## src/lcd_bus_pkg.sv

```systemverilog
package lcd_bus_pkg;

    // one byte on the 8080 data pins
    typedef logic [7:0] lcd_byte_t;

    // whole display-side write bus, rdx is tied high on the board
    typedef struct packed {
        // chip select, active low
        logic      csx;
        // low for command byte, high for parameter bytes
        logic      dcx;
        // write strobe, display latches on the rising edge
        logic      wrx;
        lcd_byte_t data;
    } lcd_bus_t;

    // bus between commands
    localparam lcd_bus_t LCD_BUS_IDLE = '{
        csx:  1'b1,
        dcx:  1'b0,
        wrx:  1'b1,
        data: 8'h00
    };

endpackage

```

## src/lcd_cmd_pkg.sv

```systemverilog
package lcd_cmd_pkg;

    // display command code
    typedef logic [7:0] cmd_opcode_t;

    // parameter bytes, first byte in [31:24]
    typedef logic [31:0] param_word_t;

    // number of parameter bytes, anything above four counts as four
    typedef logic [3:0] param_count_t;

    // one host request
    typedef struct packed {
        cmd_opcode_t  opcode;
        param_count_t count;
        param_word_t  params;
    } cmd_req_t;

    // most parameter bytes that fit in one word
    localparam param_count_t PARAM_MAX = 4'd4;

    // known opcodes
    localparam cmd_opcode_t OP_NOP     = 8'h00;
    localparam cmd_opcode_t OP_SWRESET = 8'h01;
    localparam cmd_opcode_t OP_SLPIN   = 8'h10;
    localparam cmd_opcode_t OP_SLPOUT  = 8'h11;
    localparam cmd_opcode_t OP_DISPOFF = 8'h28;
    localparam cmd_opcode_t OP_DISPON  = 8'h29;
    // column and page address windows
    localparam cmd_opcode_t OP_CASET   = 8'h2A;
    localparam cmd_opcode_t OP_PASET   = 8'h2B;
    // memory access
    localparam cmd_opcode_t OP_RAMWR   = 8'h2C;
    localparam cmd_opcode_t OP_RAMRD   = 8'h2E;
    localparam cmd_opcode_t OP_MADCTL  = 8'h36;
    localparam cmd_opcode_t OP_PIXFMT  = 8'h3A;

endpackage

```

## src/lcd_cmd_fifo.sv

```systemverilog
`timescale 1ns/100ps

module lcd_cmd_fifo #(
    parameter int FIFO_DEPTH = 4
) (
    input  logic                  clk,
    input  logic                  nrst,
    // host side
    input  logic                  in_valid,
    output logic                  in_ready,
    input  lcd_cmd_pkg::cmd_req_t in_req,
    // sequencer side
    output logic                  q_valid,
    input  logic                  q_ready,
    output lcd_cmd_pkg::cmd_req_t q_req
);
    import lcd_cmd_pkg::*;

    localparam int ADDR_W = $clog2(FIFO_DEPTH);

    cmd_req_t          mem [FIFO_DEPTH];
    logic [ADDR_W:0]   wr_ptr;
    logic [ADDR_W:0]   rd_ptr;
    logic              full;
    logic              empty;
    logic              push;
    logic              pop;

    // extra pointer bit tells full from empty
    assign empty = (wr_ptr == rd_ptr);
    assign full  = (wr_ptr[ADDR_W] != rd_ptr[ADDR_W]) &&
                   (wr_ptr[ADDR_W-1:0] == rd_ptr[ADDR_W-1:0]);

    assign in_ready = !full;
    assign q_valid  = !empty;
    assign q_req    = mem[rd_ptr[ADDR_W-1:0]];

    assign push = in_valid && in_ready;
    assign pop  = q_valid && q_ready;

    // pointers
    always_ff @(posedge clk or negedge nrst) begin
        if (!nrst) begin
            wr_ptr <= '0;
            rd_ptr <= '0;
        end else begin
            if (push) begin
                wr_ptr <= wr_ptr + 1'b1;
            end
            if (pop) begin
                rd_ptr <= rd_ptr + 1'b1;
            end
        end
    end

    // storage
    always_ff @(posedge clk) begin
        if (push) begin
            mem[wr_ptr[ADDR_W-1:0]] <= in_req;
        end
    end

endmodule

```

## src/lcd_wait_timer.sv

```systemverilog
`timescale 1ns/100ps

module lcd_wait_timer #(
    parameter int WAIT_CYCLES = 600000
) (
    input  logic clk,
    input  logic nrst,
    // one-cycle load request from the sequencer
    input  logic wait_start,
    output logic waiting
);

    // wide enough to hold WAIT_CYCLES itself
    localparam int CNT_W = (WAIT_CYCLES > 1) ? $clog2(WAIT_CYCLES + 1) : 1;

    localparam logic [CNT_W-1:0] LOAD_VAL = CNT_W'(WAIT_CYCLES);

    logic [CNT_W-1:0] count;

    // high for exactly WAIT_CYCLES cycles after the load
    assign waiting = (count != '0);

    always_ff @(posedge clk or negedge nrst) begin
        if (!nrst) begin
            count <= '0;
        end else if (wait_start) begin
            count <= LOAD_VAL;
        end else if (waiting) begin
            count <= count - 1'b1;
        end
    end

endmodule

```

## src/lcd_bus_sequencer.sv

```systemverilog
`timescale 1ns/100ps

module lcd_bus_sequencer (
    input  logic                  clk,
    input  logic                  nrst,
    // request side
    input  logic                  q_valid,
    output logic                  q_ready,
    input  lcd_cmd_pkg::cmd_req_t q_req,
    // timer side
    input  logic                  waiting,
    output logic                  wait_start,
    // display side
    output lcd_bus_pkg::lcd_bus_t lcd,
    output logic                  busy
);
    import lcd_bus_pkg::*;
    import lcd_cmd_pkg::*;

    typedef enum logic [2:0] {
        IDLE,
        SETUP,
        STROBE_LOW,
        STROBE_HIGH,
        FINISH
    } seq_state_t;

    seq_state_t   state;
    seq_state_t   state_d;
    lcd_bus_t     bus_q;
    lcd_bus_t     bus_d;
    param_count_t remaining;
    param_count_t remaining_d;
    cmd_opcode_t  opcode_q;
    cmd_opcode_t  opcode_d;
    param_word_t  params_q;
    param_word_t  params_d;
    logic         accept;

    // parameter bytes per opcode, request count for unknown ones
    function automatic param_count_t table_count(input cmd_opcode_t  op,
                                                 input param_count_t req_count);
        case (op)
            OP_CASET, OP_PASET: begin
                return 4'd4;
            end
            OP_RAMWR, OP_RAMRD: begin
                return 4'd2;
            end
            OP_MADCTL, OP_PIXFMT: begin
                return 4'd1;
            end
            OP_NOP, OP_SWRESET, OP_SLPIN, OP_SLPOUT, OP_DISPOFF, OP_DISPON: begin
                return 4'd0;
            end
            default: begin
                return (req_count > PARAM_MAX) ? PARAM_MAX : req_count;
            end
        endcase
    endfunction

    // commands the display needs settling time after
    function automatic logic needs_wait(input cmd_opcode_t op);
        return (op == OP_SWRESET) || (op == OP_SLPIN) || (op == OP_SLPOUT);
    endfunction

    // take a request only when fully idle, so one at a time
    assign q_ready    = (state == IDLE) && !waiting;
    assign accept     = q_valid && q_ready;
    assign busy       = (state != IDLE) || waiting;
    assign wait_start = (state == FINISH) && needs_wait(opcode_q);
    assign lcd        = bus_q;

    always_comb begin
        state_d     = state;
        bus_d       = bus_q;
        remaining_d = remaining;
        opcode_d    = opcode_q;
        params_d    = params_q;

        case (state)
            IDLE: begin
                if (accept) begin
                    state_d     = SETUP;
                    opcode_d    = q_req.opcode;
                    params_d    = q_req.params;
                    remaining_d = table_count(q_req.opcode, q_req.count);
                    // select the chip and put the opcode out with dcx low
                    bus_d.csx   = 1'b0;
                    bus_d.dcx   = 1'b0;
                    bus_d.wrx   = 1'b1;
                    bus_d.data  = q_req.opcode;
                end
            end
            SETUP: begin
                state_d   = STROBE_LOW;
                bus_d.wrx = 1'b0;
            end
            STROBE_LOW: begin
                // rising wrx latches the byte
                state_d   = STROBE_HIGH;
                bus_d.wrx = 1'b1;
            end
            STROBE_HIGH: begin
                if (remaining != '0) begin
                    // next parameter byte from the top of the word
                    state_d     = STROBE_LOW;
                    bus_d.dcx   = 1'b1;
                    bus_d.wrx   = 1'b0;
                    bus_d.data  = params_q[31:24];
                    params_d    = {params_q[23:0], 8'h00};
                    remaining_d = remaining - 1'b1;
                end else begin
                    state_d = FINISH;
                    bus_d   = LCD_BUS_IDLE;
                end
            end
            FINISH: begin
                state_d = IDLE;
            end
            default: begin
                state_d = IDLE;
                bus_d   = LCD_BUS_IDLE;
            end
        endcase
    end

    // control and bus pins
    always_ff @(posedge clk or negedge nrst) begin
        if (!nrst) begin
            state     <= IDLE;
            bus_q     <= LCD_BUS_IDLE;
            remaining <= '0;
        end else begin
            state     <= state_d;
            bus_q     <= bus_d;
            remaining <= remaining_d;
        end
    end

    // command payload
    always_ff @(posedge clk) begin
        opcode_q <= opcode_d;
        params_q <= params_d;
    end

endmodule

```

## src/lcd_ctrl_top.sv

```systemverilog
`timescale 1ns/100ps

module lcd_ctrl_top #(
    parameter int FIFO_DEPTH  = 4,
    parameter int WAIT_CYCLES = 600000
) (
    input  logic                  clk,
    input  logic                  nrst,
    // host request port
    input  logic                  in_valid,
    output logic                  in_ready,
    input  lcd_cmd_pkg::cmd_req_t in_req,
    // display bus
    output lcd_bus_pkg::lcd_bus_t lcd,
    output logic                  busy
);
    import lcd_cmd_pkg::*;

    logic     q_valid;
    logic     q_ready;
    cmd_req_t q_req;
    logic     wait_start;
    logic     waiting;

    // pending requests
    lcd_cmd_fifo #(
        .FIFO_DEPTH (FIFO_DEPTH)
    ) i_lcd_cmd_fifo (
        .clk      (clk),
        .nrst     (nrst),
        .in_valid (in_valid),
        .in_ready (in_ready),
        .in_req   (in_req),
        .q_valid  (q_valid),
        .q_ready  (q_ready),
        .q_req    (q_req)
    );

    lcd_bus_sequencer i_lcd_bus_sequencer (
        .clk        (clk),
        .nrst       (nrst),
        .q_valid    (q_valid),
        .q_ready    (q_ready),
        .q_req      (q_req),
        .waiting    (waiting),
        .wait_start (wait_start),
        .lcd        (lcd),
        .busy       (busy)
    );

    // hold-off after reset and sleep commands
    lcd_wait_timer #(
        .WAIT_CYCLES (WAIT_CYCLES)
    ) i_lcd_wait_timer (
        .clk        (clk),
        .nrst       (nrst),
        .wait_start (wait_start),
        .waiting    (waiting)
    );

endmodule

```

## config.mk

```make
export PLATFORM = sky130hd
export DESIGN_NAME = lcd_ctrl_top
export DESIGN_NICKNAME = d
export VERILOG_FILES = /design/src/lcd_bus_pkg.sv /design/src/lcd_cmd_pkg.sv /design/src/lcd_cmd_fifo.sv /design/src/lcd_wait_timer.sv /design/src/lcd_bus_sequencer.sv /design/src/lcd_ctrl_top.sv
export SDC_FILE = /design/constraint.sdc
export NUM_CORES = 1
export LEC_CHECK = 0
export ABC_AREA = 1
export BUFFER_PORTS_ARGS = -buffer_cell sky130_fd_sc_hd__buf_4
export CAP_MARGIN = 25
export CORE_MARGIN = 5
export CORE_UTILIZATION = 50
export DETAILED_ROUTE_END_ITERATION = 6
export GPL_ROUTABILITY_DRIVEN = 0
export PLACE_DENSITY = 0.67
export SLEW_MARGIN = 20
export SYNTH_ARGS = -nofsm -noshare
export SYNTH_HDL_FRONTEND = slang
export SYNTH_SLANG_ARGS = --single-unit
export TNS_END_PERCENT = 100
```

## constraint.sdc

```tcl
create_clock -name clk -period 4.3 [get_ports clk]
set_input_delay 0.43 -clock clk [delete_from_list [all_inputs] [get_ports clk]]
set_output_delay 0.43 -clock clk [all_outputs]
set_load 0.05 [all_outputs]
```

==> flow_metrics.py, run 1 <==
metrics = {
    "status": {
        "outcome": "finished, final reports clean",
    },
    "clocking": {
        "cts_setup_buffers": 0,
        "numCtsBuffers": 27,
        "clk_pin_slew_ps": 60,
        "cts-root-buf": "clkbuf_16",
        "tritoncts": "yes",
        "cts.repair.resized": 0,
        "cts-htree-levels": 1,
        "clkSinkCount": 260,
        "cts_max_path_buffers": 3,
        "insertion_delay_ps": 540,
        "cts_hold_buf": 1,
    },
    "global_route": {
        "grt_max_degree": 92,
        "gr-total-overflow": 0,
        "grt_pass1_wl_um": 35450,
        "grt.total_usage": 0.1776,
        "antenna_found_initial": 0,
        "grt_pass1_vias": 6776,
    },
    "synthesis": {
        "synth_cell_type_count": 46,
        "synth_xor_area_frac": 0.007958,
        "avgSynthCellArea_um2": 11.48,
        "synth_compound_area_frac": 0.06651,
        "synth-adder-area-share": 0.009095,
        "synth.mux.area_fraction": 0,
        "synthTopCellsByArea": "edfxtp_1 (59%), dfrtp_1 (9.5%), nor2_1 (6.8%)",
        "netlist_area_mm2": 0.01101,
        "synthCells": 959,
        "yosys_warnings": 0,
        "syn_nets": 1014,
        "yosys.area_share.simple": 0.1866,
        "synth_top_family_by_area": "simple AND/OR/NAND/NOR gates",
        "synthFlopType": "edfxtp_1",
        "synth_seq_area_share": 0.6896,
        "yosys.area.top_type_share": 0.5894,
        "synth-edff-count": 216,
        "async_flop_share": 0.1692,
        "ys_ff_latch": 260,
        "yosys.area.top_type": "edfxtp_1",
    },
    "cells_and_area": {
        "ff_latch_area_mm2": 0.007592,
        "area_growth_pct": 14.21,
        "final_nets": 1080,
        "drive_gt1_frac": 0.1740,
        "antenna_cells": 0,
        "layout_common_cells": "edfxtp_1 (216), nor2_1 (195), nand2_1 (139)",
        "multi_input_area_mm2": 0.003003,
        "final_common_cell": "edfxtp_1",
        "n_fill_cell": 1766,
    },
    "timing": {
        "slew_viol_final": 0,
        "skew_ps": 11.36,
        "relSlewSlack": 0.3653,
        "setup_violations": 0,
        "fmax_ghz": 0.3871,
        "rsz0062_at_grt": "no",
        "fin_crit_sh": 0.6007,
        "fin_setup_tns_ps": 0,
        "tightest_slew_ps": 952.0,
        "hold_viol": 0,
        "whs_ps": 90.44,
        "period_minus_slack_ps": 2583,
    },
    "setup_path": {
        "path_class": "reg -> out",
        "r2r_slack_ps": 1760,
        "worstSetupEndpointType": "primary output",
        "crit_fanout": 48,
        "critPathRequiredTime_ps": 3870,
        "critPathArrivalTime_ps": 2150,
        "worstRegToRegCells": 8,
        "r2r_start": "i_lcd_cmd_fifo.rd_ptr[1]$_DFFE_PN0P_",
        "rr_endpoint": "i_lcd_cmd_fifo.mem[3][7]$_DFFE_PP_",
        "startpoint_type": "flip-flop",
    },
    "routing": {
        "drt-pass1-iter-count": 5,
        "routed_wl_um": 21630,
        "drt-wirelength-per-cell_um": 16.39,
        "route.antenna.remaining_nets": 0,
        "viasPerCell": 5.161,
        "drtIter0Drc": 508,
        "dr_total_vias": 6812,
        "drc": 0,
    },
    "placement": {
        "port_buffers": 59,
        "dp_hpwl_um": 13760,
    },
    "worst_hold_path": {
        "hold_end": "i_lcd_cmd_fifo.mem[1][7]$_DFFE_PP_",
        "min-delay-start": "in_req[7]",
        "hold_class": "in -> reg",
        "whs_path_depth": 1,
    },
    "floorplanning": {
        "die_w_um": 158.4,
        "die-area_mm2": 0.02508,
        "pin_count": 60,
        "core-area_mm2": 0.02176,
        "die_h_um": 158.4,
        "fp-row-count": 54,
        "start_util": 0.5059,
    },
    "pwr": {
        "netSwitchingFraction": 0.3667,
        "intPower_mw": 5.797,
        "combPwrFrac": 0.336,
        "clockPowerShare": 0.242,
        "power_density_mw_per_mm2": 728.3,
        "power_frac_seq": 0.421,
        "switching_power_mw": 3.357,
        "leakagePower_nw": 4.802,
        "ir_drop_uv": 504.6,
    },
    "job": {
        "cap_violations": 0,
    },
}
==> critical path, stage by stage (launching register included) <==
cell	delay [ps]
dfrtp_2	400
inv_2	50
buf_4	470
nand2_1	180
nand4_4	140
or2_2	150
buf_4	210
==> layer usage <==
| layer | wire length (um) | track usage |
|---|---|---|
| met3 | 1132 | 0.02637 |
| met2 | 10410 | 0.2914 |
| met1 | 9519 | 0.2515 |
| met5 | 0 | 0 |
| met4 | 572 | 0.04671 |
==> power by group through the flow <==
stage	combinational (mW)	sequential, mW	clock, mW
after floorplan	2.19	3.99	0
after global placement	3.03	3.89	0
after detailed placement	3.10	3.91	0
after CTS	3.11	3.86	2.27
after global routing	3.48	3.92	2.37
final	3.08	3.86	2.22
==> per-stage QoR <==
step           setup WS, ps  area [um2]  power (mW)    util  instances
2_1_floorplan         711.1       11010       6.184       -        959
3_3_place_gp           1755       11700       6.928  0.5379       1274
3_5_place_dp           1734       11720       7.007  0.5386       1275
4_1_cts                1672       12570       9.238  0.5778       1320
5_1_grt                1563       12570       9.780  0.5778       1320
6_report               1717       12570       9.154  0.5778       1320
==> worst max-delay path by stage <==
stage | startpoint | depth (start not counted) | to
floorplan | i_lcd_cmd_fifo.rd_ptr[0]$_DFFE_PN0P_ | 7 | i_lcd_cmd_fifo.mem[3][0]$_DFFE_PP_
finish | i_lcd_cmd_fifo.rd_ptr[1]$_DFFE_PN0P_ | 6 | in_ready
detailed placement | i_lcd_cmd_fifo.rd_ptr[1]$_DFFE_PN0P_ | 8 | i_lcd_cmd_fifo.mem[3][14]$_DFFE_PP_
CTS | i_lcd_cmd_fifo.rd_ptr[1]$_DFFE_PN0P_ | 6 | in_ready
global placement | i_lcd_cmd_fifo.rd_ptr[1]$_DFFE_PN0P_ | 8 | i_lcd_cmd_fifo.mem[3][15]$_DFFE_PP_
global route | i_lcd_cmd_fifo.rd_ptr[1]$_DFFE_PN0P_ | 6 | in_ready
==> kinds of logic after synthesis <==
kind of cell	count (synthesis)
xor+xnor	10
buf+inv	93
compound gates	136
flops	260
fa+ha+maj	8
simple gates	452
==> flip-flops by register name, summed over array words and instances, names as in the netlist <==
name                           count
i_lcd_cmd_fifo.mem               176
i_lcd_bus_sequencer.params_q      32
i_lcd_bus_sequencer.opcode_q       8
i_lcd_bus_sequencer.remaining      4
i_lcd_cmd_fifo.wr_ptr              3
i_lcd_bus_sequencer.state          3
i_lcd_wait_timer.count            20
i_lcd_cmd_fifo.rd_ptr              3
i_lcd_bus_sequencer.lcd           11
==> cell type report <==
| class | count | area share |
|---|---|---|
| multi-input combinational | 606 | 0.2389 |
| clock inverter | 13 | 0.01125 |
| inverter | 57 | 0.01782 |
| tap | 280 | 0.02787 |
| clock buffer | 31 | 0.05574 |
| timing repair buffer | 73 | 0.04440 |
| sequential | 260 | 0.6040 |
==> synthesized netlist by cell type (all sizes together), types with 4 or more instances <==
master	number
nand2	162
edfxtp	216
nand3	48
buf	22
a21oi	19
xor2	4
clkbuf	14
inv	54
a31oi	23
xnor2	6
dfrtp	42
ha	8
nor4	6
o21ai	87
nand3b	5
or2	4
nor2	214
nor3	9
Power figures use the tool's default switching activity.
==> inputs of run 2 (changes only) <==
==> constraint.sdc (replaced) <==
create_clock -name clk -period 2.5 [get_ports clk]
set_input_delay 0.25 -clock clk [delete_from_list [all_inputs] [get_ports clk]]
set_output_delay 0.25 -clock clk [all_outputs]
set_load 0.05 [all_outputs]
==> run 2 against run 1 <==
Core utilization is 2.6 points higher. Via count grew 4.8%. Global-route usage is 0.62 points higher. Clock power up 81%. Non-clock buffer count increased by 45. Sequential share of layout area shrank 2.6 points. Clock skew grew 5.8 ps. Sequential power up 73%. Routed wire length up 4.7%. Power rose by 77%. Critical path type unchanged. Largest cell class unchanged. Highest routed layer unchanged.
==> flow_metrics.py, run 2 (synthesis gave the netlist of run 1 again) <==
metrics = {
    "timing": {
        "fmax_ghz": 0.4416,
        "hold_viol": 0,
        "period_minus_slack_ps": 2265,
        "tightest_slew_ps": 576.7,
        "fin_crit_sh": 0.9058,
        "fin_ws_ps": 235.5,
        "fin_setup_tns_ps": 0,
        "skew_ps": 17.20,
        "setup_violations": 0,
        "rsz0062_at_grt": "no",
        "relSlewSlack": 0.6155,
        "slew_viol_final": 0,
    },
    "cells_and_area": {
        "layout_common_cells": "edfxtp_1 (216), nor2_1 (195), nand2_1 (139)",
        "area_growth_pct": 19.44,
        "largest_reg_flops": 176,
        "final_util": 0.6042,
        "stdcell_area_mm2": 0.01315,
        "drive_gt1_frac": 0.1668,
        "final_common_cell": "edfxtp_1",
        "final_nets": 1125,
    },
    "floorplanning": {
        "start_util": 0.5059,
        "fp-row-count": 54,
        "die_w_um": 158.4,
        "die-area_mm2": 0.02508,
        "pin_count": 60,
        "die_h_um": 158.4,
        "core-area_mm2": 0.02176,
    },
    "status": {
        "outcome": "finished, final reports clean",
    },
    "setup_path": {
        "path_buf_inv": 4,
        "cpMostUsedCell": "inv_1",
        "max_stage_delay_ps": 390,
        "crit_start": "i_lcd_wait_timer.count[0]$_DFFE_PN0P_",
        "crit_chain": "inv_1 > ha_1 > inv_1 > nor4_4 > nand3_2 > clkinv_2 > nand2_2 > buf_4",
        "critical_path.slowest_cell": "dfrtp_1",
        "worstSetupEndpointType": "primary output",
        "path_class": "reg -> out",
        "critPathTopFamily": "buffers and inverters",
        "critPathArrivalTime_ps": 2010,
        "startpoint_type": "flip-flop",
        "crit_fanout": 5,
        "critPathRequiredTime_ps": 2250,
        "r2r_start": "i_lcd_wait_timer.count[0]$_DFFE_PN0P_",
    },
    "pwr": {
        "ir_drop_uv": 789.3,
        "p_total_mw": 16.17,
        "power_density_mw_per_mm2": 1230,
        "combPwrFrac": 0.340,
        "clockPowerShare": 0.248,
        "switching_power_mw": 5.880,
        "intPower_mw": 10.29,
        "leakagePower_nw": 5.042,
        "power_frac_seq": 0.412,
        "netSwitchingFraction": 0.3636,
    },
    "global_route": {
        "grt_pass1_wl_um": 36350,
        "antenna_found_initial": 0,
        "grt.total_usage": 0.1838,
        "grt_pass1_vias": 7015,
        "grt_max_degree": 90,
        "gr-total-overflow": 0,
    },
    "routing": {
        "routed_wl_um": 22650,
        "drtIter0Drc": 457,
        "viasPerCell": 5.205,
        "drt-pass1-iter-count": 5,
        "dr_total_vias": 7141,
        "drc": 0,
        "route.antenna.remaining_nets": 0,
        "drt-wirelength-per-cell_um": 16.51,
    },
    "clocking": {
        "clkSinkCount": 260,
        "cts-root-buf": "clkbuf_16",
        "clk_pin_slew_ps": 60,
        "cts_max_path_buffers": 3,
        "numCtsBuffers": 27,
        "cts-htree-levels": 1,
        "tritoncts": "yes",
        "insertion_delay_ps": 540,
        "cts.repair.resized": 0,
    },
    "placement": {
        "place_ws_ps": 421.9,
        "port_buffers": 59,
        "placed_cell_area_mm2": 0.01180,
        "dp_hpwl_um": 13550,
    },
    "worst_hold_path": {
        "min-delay-start": "in_valid",
        "hold_class": "in -> reg",
    },
    "job": {
        "cap_violations": 0,
    },
}
-- run 2: what timing repair did --
action / 4_1_cts / 5_1_grt
hold buffers: 45 / 0
buffers inserted: 0 / 0
endpoints found under the hold margin: 218 / 0
-- run 2: power by group through the flow --
| stage | clock network [mW] | logic [mW] | registers [mW] |
|---|---|---|---|
| finish | 4.01 | 5.50 | 6.66 |
| global route | 4.29 | 6.18 | 6.76 |
| CTS | 4.10 | 5.56 | 6.66 |
| detailed placement | 0 | 5.46 | 6.74 |
| global placement | 0 | 5.36 | 6.72 |
| floorplan | 0 | 3.80 | 6.84 |
-- run 2: stage by stage --
stage                     hold WS (ps)  std cells
after global placement           281.0       1276
final                            118.7       1372
after detailed placement         286.6       1276
after global routing             133.2       1371
after floorplan                 -45.59        959
after CTS                        106.4       1371
-- run 2: final timing paths --
kind,to,slack [ps],cells after the start
min in group asynchronous,i_lcd_wait_timer.count[9]$_DFFE_PN0P_,250,2
max in group asynchronous,i_lcd_cmd_fifo.rd_ptr[1]$_DFFE_PN0P_,1810,2
worst min-delay path,i_lcd_cmd_fifo.wr_ptr[1]$_DFFE_PN0P_,120,4
worst max-delay path,busy,240,8
worst max register to register,i_lcd_bus_sequencer.params_q[23]$_DFFE_PP_,430,11
worst min register to register,i_lcd_bus_sequencer.lcd[3]$_DFFE_PN0P_,470,2
-- run 2: routing by layer --
| layer | global-route usage | wire (um) |
|---|---|---|
| met1 | 0.2410 | 9730 |
| met2 | 0.3213 | 11420 |
| met5 | 0 | 0 |
| met4 | 0.05240 | 588 |
| met3 | 0.02664 | 903 |
-- run 2: final cells by class --
type	count	area, um2
Fill cell	1750	8611
Sequential cell	260	7592
Multi-Input combinational cell	606	3003
Timing Repair Buffer	118	1074
Clock buffer	33	698.2
Tap cell	280	350.3
Inverter	57	227.7
Clock inverter	17	197.7
Antenna cell	1	2.502
-- run 2: tightest hold or removal path: cells and delay by family --
family | cells | cell delay (ps)
buf+inv | 1 | 100
compound gates | 1 | 50
simple gates | 2 | 220
